<file path="src/cadr_defines.svh">
// Widths assume a 32-bit microword and a 16-bit spy bus; spy numbers match the debug host
`ifndef CADR_DEFINES_SVH
`define CADR_DEFINES_SVH

//////////////////////////////////////////////////
// Datapath and memory sizes
//////////////////////////////////////////////////
`define CADR_WORD_W   32   // Data and microword width
`define CADR_UADDR_W  10   // 1024 microwords
`define CADR_AADR_W   6    // 64-word A memory
`define CADR_MADR_W   5    // 32-word M memory
`define CADR_SPY_W    16   // Spy data bus
`define CADR_EADR_W   5    // Spy register number
`define CADR_ALUF_W   3    // ALU function field

//////////////////////////////////////////////////
// Spy register numbers
//////////////////////////////////////////////////
`define SPY_DBIRL  5'd0    // Staging word, low half
`define SPY_DBIRH  5'd1    // Staging word, high half
`define SPY_WIMEM  5'd2    // Staged word to microcode store
`define SPY_WAMEM  5'd3    // Staged word to A memory
`define SPY_WMMEM  5'd4    // Staged word to M memory
`define SPY_MODE   5'd5    // Run, step, clear PC
`define SPY_OBL    5'd8    // Output bus, low half
`define SPY_OBH    5'd9    // Output bus, high half
`define SPY_PC     5'd10   // Micro PC
`define SPY_STAT   5'd11   // Bit 0 running

//////////////////////////////////////////////////
// ALU functions, all modulo 2^32
//////////////////////////////////////////////////
`define ALU_ADD   3'd0     // A + M
`define ALU_SUB   3'd1     // M - A
`define ALU_AND   3'd2
`define ALU_IOR   3'd3
`define ALU_XOR   3'd4
`define ALU_SETM  3'd5     // Pass M
`define ALU_SETA  3'd6     // Pass A
`define ALU_INC   3'd7     // A + M + 1

`endif

</file>
<file path="src/cadr_pkg.sv">
// Microword layout is fixed at 32 bits; bit 31 selects the ALU or the jump view
`include "cadr_defines.svh"

package cadr_pkg;

   // One-hot cycle sequencer state
   typedef enum logic [5:0] {
      ST_RESET  = 6'b000001,
      ST_DECODE = 6'b000010,
      ST_READ   = 6'b000100,
      ST_ALU    = 6'b001000,
      ST_WRITE  = 6'b010000,
      ST_FETCH  = 6'b100000
   } seq_state_t;

   // Jump conditions
   typedef enum logic [1:0] {
      JC_ALWAYS = 2'd0,
      JC_EQ     = 2'd1,        // Taken when A equals M
      JC_NE     = 2'd2,        // Taken when A differs from M
      JC_HALT   = 2'd3         // Stop the machine, PC still advances
   } jcond_t;

   // ALU microword, kind = 0
   typedef struct packed {
      logic                    kind;
      logic [`CADR_ALUF_W-1:0] aluf;
      logic [`CADR_AADR_W-1:0] a_adr;
      logic [`CADR_MADR_W-1:0] m_adr;
      logic                    dest_a;
      logic                    dest_m;
      logic [`CADR_AADR_W-1:0] dest_adr;   // M takes the low bits
      logic [8:0]              spare;
   } uinst_alu_t;

   // Jump microword, kind = 1
   typedef struct packed {
      logic                     kind;
      jcond_t                   cond;
      logic [`CADR_AADR_W-1:0]  a_adr;
      logic [`CADR_MADR_W-1:0]  m_adr;
      logic [`CADR_UADDR_W-1:0] target;
      logic [7:0]               spare;
   } uinst_jump_t;

   // Both views of one microword
   typedef union packed {
      uinst_alu_t  alu;
      uinst_jump_t jmp;
   } uinst_u;

endpackage

</file>
<file path="src/cadr_spy.sv">
// Spy strobes last one cycle; store writes are dropped while running and spy_in carries the address
`include "cadr_defines.svh"

module cadr_spy
   import cadr_pkg::*;
(
   input  logic                     clk,
   input  logic                     reset,
   input  logic                     dbread,
   input  logic                     dbwrite,
   input  logic [`CADR_EADR_W-1:0]  eadr,
   input  logic [`CADR_SPY_W-1:0]   spy_in,
   input  logic                     running,
   input  logic [`CADR_UADDR_W-1:0] pc,
   input  logic [`CADR_WORD_W-1:0]  ob,
   output logic [`CADR_SPY_W-1:0]   spy_out,
   output logic [`CADR_WORD_W-1:0]  stage_word,
   output logic                     wr_imem,
   output logic                     wr_amem,
   output logic                     wr_mmem,
   output logic [`CADR_UADDR_W-1:0] wr_addr,
   output logic                     run_set,
   output logic                     run_clear,
   output logic                     step,
   output logic                     pc_clear
);

   logic                   wr_dbirl;
   logic                   wr_dbirh;
   logic                   mode_wr;
   logic [`CADR_SPY_W-1:0] rd_data;

   //////////////////////////////////////////////////
   // Write decode
   //////////////////////////////////////////////////
   assign wr_dbirl = dbwrite && (eadr == `SPY_DBIRL);
   assign wr_dbirh = dbwrite && (eadr == `SPY_DBIRH);
   assign wr_imem  = dbwrite && (eadr == `SPY_WIMEM) && !running;
   assign wr_amem  = dbwrite && (eadr == `SPY_WAMEM) && !running;
   assign wr_mmem  = dbwrite && (eadr == `SPY_WMMEM) && !running;
   assign wr_addr  = spy_in[`CADR_UADDR_W-1:0];   // Target address

   assign mode_wr   = dbwrite && (eadr == `SPY_MODE);
   assign run_set   = mode_wr && spy_in[0];
   assign step      = mode_wr && spy_in[1];
   assign run_clear = mode_wr && !spy_in[0] && !spy_in[1];   // Mode write with run off
   assign pc_clear  = mode_wr && spy_in[2] && !running;

   // Staging word halves
   always_ff @(posedge clk) begin
      if (wr_dbirl)
         stage_word[`CADR_SPY_W-1:0] <= spy_in;
      if (wr_dbirh)
         stage_word[`CADR_WORD_W-1:`CADR_SPY_W] <= spy_in;
   end

   //////////////////////////////////////////////////
   // Read mux
   //////////////////////////////////////////////////
   always_comb begin
      case (eadr)
         `SPY_DBIRL: rd_data = stage_word[`CADR_SPY_W-1:0];
         `SPY_DBIRH: rd_data = stage_word[`CADR_WORD_W-1:`CADR_SPY_W];
         `SPY_OBL:   rd_data = ob[`CADR_SPY_W-1:0];
         `SPY_OBH:   rd_data = ob[`CADR_WORD_W-1:`CADR_SPY_W];
         `SPY_PC:    rd_data = {{(`CADR_SPY_W-`CADR_UADDR_W){1'b0}}, pc};
         `SPY_STAT:  rd_data = {{(`CADR_SPY_W-1){1'b0}}, running};
         default:    rd_data = '0;                   // Unused numbers read zero
      endcase
   end

   // Holds until the next read strobe
   always_ff @(posedge clk) begin
      if (reset)
         spy_out <= '0;
      else if (dbread)
         spy_out <= rd_data;
   end

endmodule

</file>
<file path="config.mk">
export PLATFORM = sky130hd
export DESIGN_NAME = cadr_spy
export DESIGN_NICKNAME = d
export VERILOG_FILES = /design/src/cadr_pkg.sv /design/src/cadr_spy.sv
export VERILOG_INCLUDE_DIRS = /design/src
export SDC_FILE = /design/constraint.sdc
export NUM_CORES = 1
export LEC_CHECK = 0
export BUFFER_PORTS_ARGS = -buffer_cell sky130_fd_sc_hd__buf_2
export CORE_MARGIN = 4
export CORE_UTILIZATION = 48
export CTS_CLUSTER_DIAMETER = 40
export CTS_CLUSTER_SIZE = 16
export DETAILED_ROUTE_END_ITERATION = 16
export GPL_TIMING_DRIVEN = 0
export HOLD_SLACK_MARGIN = 0.05
export PLACE_DENSITY = 0.87
export REMOVE_ABC_BUFFERS = 1
export SYNTH_ARGS = -nofsm -noshare
export SYNTH_HDL_FRONTEND = slang
export SYNTH_SLANG_ARGS = --single-unit
</file>
<file path="constraint.sdc">
create_clock -name clk -period 7.8 [get_ports clk]
set_input_delay 1.56 -clock clk [delete_from_list [all_inputs] [get_ports clk]]
set_output_delay 1.56 -clock clk [all_outputs]
set_load 0.02 [all_outputs]
</file>
==> flow_metrics.py, run 1 <==
metrics = {
    "run": {
        "drv_cap": 0,
    },
    "pwr": {
        "power_leakage_uw": 0.00134,
        "pwr_density_cell_nw_per_um2": 167,
        "power.total_uw": 535,
        "peakVddDrop_v": 0.000115,
    },
    "clock_tree": {
        "clk_path_buf_depth": 2,
        "htreeDepth": 2,
        "cts_tree": "built",
        "clkSinkCount": 48,
        "clk_pin_slew_ns": 0.08,
        "clock_latency_ns": 0.30,
        "post_cts_buffers": 0,
        "cts_root_buf": "clkbuf_8",
        "cts-buffers-inserted": 5,
        "cts.repair.resized": 0,
        "cts_hold_buf": 0,
    },
    "die": {
        "core_area_um2": 4820,
        "die_h_um": 79.2,
        "start_util_pct": 50.6,
        "ioPinCount": 133,
        "rows": 25,
        "die_area_um2": 6280,
        "die_w_um": 79.2,
    },
    "worst_setup_path": {
        "cpMostUsedCell": "buf_2",
        "cp_slowest_stage_delay_ns": 0.63,
        "worstSetupPathType": "in2out",
        "r2r_cells": 3,
        "critPathArrivalTime_ns": 2.96,
        "start_kind": "primary input",
        "cp_max_fo": 34,
        "required_ns": 6.24,
        "path_cells": "buf_2, nor2_1, and4_1, and2_1, buf_2",
        "slowest_stage": "buf_2",
        "end_kind": "output port",
    },
    "layout": {
        "ff_latch_area_um2": 1280,
        "areaGrowthSynthToFinish_pct": 31.9,
        "n_antenna_cell": 0,
        "mostFrequentLayoutCells": "buf_2, edfxtp_1, dfxtp_1",
        "multiInputGateArea_um2": 995,
        "layout_commonest_cell": "buf_2",
        "final_layout_size_suffix_gt1_share_pct": 49.4,
        "fin_area_um2": 3210,
        "fin_nets": 389,
        "n_fill_cell": 405,
    },
    "detailed_routing": {
        "routedWlPerCell_um": 18.0,
        "dr.pass1.iters": 4,
        "viasPerCell": 5.57,
        "ant_nets": 0,
        "totalWireLength_mm": 7.01,
        "first_iter_violations": 99,
        "drcViolationCount": 0,
        "via_count": 2165,
    },
    "placement": {
        "numPortBuffers": 132,
        "routabilityCongestion": 0.750,
        "place_hpwl_mm": 5.26,
        "place_area_um2": 3080,
    },
    "timing": {
        "max_freq_mhz": 221,
        "setup_viol_count_final": 0,
        "slew_headroom_pct": 42.5,
        "clock_skew_ns": 0.00874,
        "tns_ns": 0,
        "finalCriticalPeriod_ns": 4.52,
        "min_period_over_period_pct": 57.9,
        "tightest_slew_ns": 0.859,
        "finalHoldViolCount": 0,
        "slew_viol_final": 0,
        "rsz0062_at_grt": "false",
    },
    "grt": {
        "grt_pass1_wl_mm": 10.5,
        "grt_usage_pct": 22.1,
        "grt_max_degree": 35,
        "antenna_found_initial": 0,
        "grt_pass1_vias": 2150,
        "overflow": 0,
    },
    "yosys": {
        "yosys_register_bits": 48,
        "synthFlopType": "edfxtp_1",
        "syn_area_per_cell_um2": 11.9,
        "yosysWarnings": 0,
        "netlist_instances": 204,
        "syn_area_um2": 2440,
        "ys_seq_area_share_pct": 52.6,
        "async_flop_share_pct": 0,
        "ys_types": 38,
        "synth_edf_count": 32,
    },
    "worst_hold_path": {
        "hp-class": "reg2reg",
        "whs_path_depth": 2,
    },
    "run_status": {
        "status": "finished clean",
    },
}
-- metrics by stage --
step                utilization (%)  hold slack [ns]  worst slack, ns  instances
floorplan                         -            0.547             3.80        179
global placement               63.1            0.458             2.99        378
detailed placement             64.0            0.464             3.29        381
CTS                            66.6            0.477             3.29        389
global route                   66.7            0.509             3.17        389
finish                         66.7            0.477             3.28        389
-- state kept, by name, summed over array words and instances, names as in the netlist --
| name | cells |
|---|---|
| stage_word | 32 |
| spy_out | 16 |
-- where the power goes --
| group | total, uW | switching [uW] | internal [uW] |
|---|---|---|---|
| sequential | 274 | 1.11 | 273 |
| combinational | 68.4 | 38.7 | 29.7 |
| clock | 193 | 79.5 | 113 |
-- critical path: cells and delay by family --
family	cells	cell delay, ns
and+or+nand+nor	3	0.60
buffers and inverters	2	0.78
-- cells by family (layout without fill, tap and decap cells) --
| kind of cell | after synthesis | after routing | synth area share (%) |
|---|---|---|---|
| AO/OA/AOI/OAI | 54 | 54 | 15.8 |
| flip-flops | 48 | 48 | 52.6 |
| AND/OR/NAND/NOR | 38 | 38 | 10.8 |
| buffers and inverters | 34 | 152 | 7.19 |
| multiplexers | 30 | 30 | 13.6 |
-- cell type report --
| type | count | share of cell area, % |
|---|---|---|
| clock buffers | 7 | 3.00 |
| multi-input cells | 122 | 30.9 |
| well taps | 67 | 2.61 |
| clock inverters | 1 | 0.934 |
| flip-flops and latches | 48 | 39.9 |
| inverters | 9 | 1.05 |
| repair buffers | 135 | 21.6 |
-- worst paths after layout --
path | start | to | slack (ns)
worst max-delay path | eadr[3] | run_set | 3.28
worst min-delay path | spy_out[13]$_SDFFE_PP0P_ | spy_out[13]$_SDFFE_PP0P_ | 0.48
worst max register to register | stage_word[21]$_DFFE_PP_ | spy_out[5]$_SDFFE_PP0P_ | 6.67
worst min register to register | spy_out[13]$_SDFFE_PP0P_ | spy_out[13]$_SDFFE_PP0P_ | 0.48
-- cell usage after synthesis (7+ instances only) --
cell	n	area, um^2
inv_1	7	26.3
a21oi_1	13	65.1
edfxtp_1	32	961
buf_2	8	40.0
mux2_2	7	78.8
mux2_1	7	78.8
nor2b_1	12	75.1
mux2i_1	15	150
dfxtp_1	16	320
buf_4	10	75.1
a211oi_1	10	75.1
a31oi_1	7	43.8
-- per-layer routing --
| layer | GRT usage (%) | up-vias | part of all wire (%) |
|---|---|---|---|
| li1 | - | 1017 | - |
| met1 | 26.3 | 1015 | 38 |
| met2 | 38.8 | 119 | 51 |
| met3 | 4.08 | 14 | 8.4 |
| met4 | 9.79 | 0 | 2.2 |
| met5 | 0 | - | 0 |
No activity file was read; power rests on OpenSTA's default activity.
==> run 2: changes to the inputs <==
CORE_UTILIZATION = 40   (was 48)
PLACE_DENSITY = 0.78   (was 0.87)
clock period = 4.1 ns   (was 7.8 ns; I/O delays follow)
==> flow_metrics.py, run 2 (synthesis results as in run 1) <==
metrics = {
    "worst_setup_path": {
        "slowest_stage": "buf_2",
        "end_kind": "output port",
        "start_kind": "primary input",
        "r2r-end": "spy_out[5]$_SDFFE_PP0P_",
        "critPathArrivalTime_ns": 2.22,
        "cp_slowest_stage_delay_ns": 0.37,
        "worstSetupPathType": "in2out",
        "cpMostUsedCell": "buf_2",
        "required_ns": 3.28,
        "r2r_cells": 3,
        "reg2reg_slack_ns": 3.00,
        "worstReg2RegStart": "stage_word[21]$_DFFE_PP_",
        "path_cells": "buf_2, inv_2, nand3_1, nor4_1, buf_2",
        "cp_max_fo": 34,
        "crit_family": "buffers and inverters",
        "path_buf_inv": 3,
    },
    "layout": {
        "final_layout_size_suffix_gt1_share_pct": 48.9,
        "utilization_pct": 54.0,
        "n_fill_cell": 526,
        "largest_reg_flops": 32,
        "largest-register": "stage_word",
        "layout_commonest_cell": "buf_2",
        "top_regs": "stage_word x32, spy_out x16",
        "n_antenna_cell": 0,
        "fin_nets": 388,
        "fin_area_um2": 3190,
        "mostFrequentLayoutCells": "buf_2, edfxtp_1, dfxtp_1",
        "areaGrowthSynthToFinish_pct": 31.1,
    },
    "worst_hold_path": {
        "hp-class": "reg2reg",
        "whs_path_depth": 2,
        "holdCritStartpoint": "spy_out[15]$_SDFFE_PP0P_",
        "whs_endpoint": "spy_out[15]$_SDFFE_PP0P_",
    },
    "timing": {
        "setup_slack_ns": 1.06,
        "slew_headroom_pct": 43.3,
        "slew_viol_final": 0,
        "max_freq_mhz": 329,
        "rsz0062_at_grt": "false",
        "finalCriticalPeriod_ns": 3.04,
        "tns_ns": 0,
        "tightest_slew_ns": 0.851,
        "min_period_over_period_pct": 74.1,
        "clock_skew_ns": 0.00703,
        "finalHoldViolCount": 0,
        "setup_viol_count_final": 0,
    },
    "clock_tree": {
        "cts.repair.resized": 0,
        "cts_tree": "built",
        "cts_root_buf": "clkbuf_8",
        "htreeDepth": 2,
        "cts-buffers-inserted": 5,
        "clock_latency_ns": 0.29,
        "post_cts_buffers": 0,
        "clkSinkCount": 48,
        "clk_path_buf_depth": 2,
        "cts_hold_buf": 0,
        "clk_pin_slew_ns": 0.09,
    },
    "detailed_routing": {
        "viasPerCell": 5.30,
        "ant_nets": 0,
        "first_iter_violations": 127,
        "routedWlPerCell_um": 17.4,
        "via_count": 2100,
        "totalWireLength_mm": 6.89,
        "drcViolationCount": 0,
        "dr.pass1.iters": 4,
    },
    "die": {
        "die_w_um": 86.0,
        "start_util_pct": 41.1,
        "die_area_um2": 7400,
        "die_h_um": 86.0,
        "rows": 28,
        "ioPinCount": 133,
        "core_area_um2": 5920,
    },
    "placement": {
        "routabilityCongestion": 0.783,
        "pre_cts_ws_ns": 1.06,
        "place_area_um2": 3080,
        "place_hpwl_mm": 5.13,
        "numPortBuffers": 132,
    },
    "grt": {
        "grt_pass1_wl_mm": 10.6,
        "grt_max_degree": 35,
        "overflow": 0,
        "antenna_found_initial": 0,
        "grt_pass1_vias": 2116,
        "grt_usage_pct": 18.6,
    },
    "pwr": {
        "peakVddDrop_v": 0.000257,
        "power.total_uw": 976,
        "power_leakage_uw": 0.00133,
        "pwr_density_cell_nw_per_um2": 306,
    },
    "run_status": {
        "status": "finished clean",
    },
    "run": {
        "drv_cap": 0,
    },
}
-- run 2: cell count changes in the layout (fill, tap and decap cells not counted) --
cell       before  now
buf_6           3    1
clkbuf_16       0    1
buf_4           0    1
clkinv_1        0    1
bufinv_16       1    0
clkbuf_8        7    6
-- run 2: metrics by stage --
stage                     std cells  hold WS (ns)
after CTS                       396         0.475
after global placement          386         0.458
final                           396         0.473
after global routing            396         0.496
after detailed placement        388         0.462
after floorplan                 179         0.547
-- run 2: worst reg2reg max path: stages (launching register included) --
cell	delay [ns]
edfxtp_1	0.41
mux2_1	0.30
a22oi_1	0.18
a211oi_1	0.09
-- run 2: how the worst max path moves through the flow --
stage	endpoint	start	cells after the start
after floorplan	stage_word[0]$_DFFE_PP_	eadr[4]	3
after global placement	stage_word[18]$_DFFE_PP_	eadr[3]	4
after detailed placement	step	eadr[3]	5
after CTS	step	eadr[3]	5
after global routing	wr_amem	eadr[3]	5
final	wr_amem	eadr[3]	5
-- run 2: area by class of cell --
cell class / count / area [um^2] / area share (%)
Tap cell: 75 / 93.8 / 2.94
Sequential cell: 48 / 1280 / 40.1
Inverter: 9 / 33.8 / 1.06
Multi-Input combinational cell: 122 / 995 / 31.1
Clock buffer: 7 / 108 / 3.37
Timing Repair Buffer: 134 / 679 / 21.3
Clock inverter: 1 / 3.75 / 0.118
-- run 2: routing by layer --
layer / part of all wire, % / track usage, % / vias up
met5: 0 / 0 / -
met4: 1.3 / 5.61 / 0
met3: 6.1 / 3.17 / 8
met2: 51 / 31.7 / 74
met1: 42 / 24.2 / 1003
li1: - / - / 1015
-- run 2: power by group --
group | total [uW] | leakage [uW] | internal [uW] | switching, uW
clock network | 325 | 0.0000570 | 172 | 153
logic | 130 | 0.000851 | 56.4 | 73.6
registers | 522 | 0.000417 | 520 | 1.93
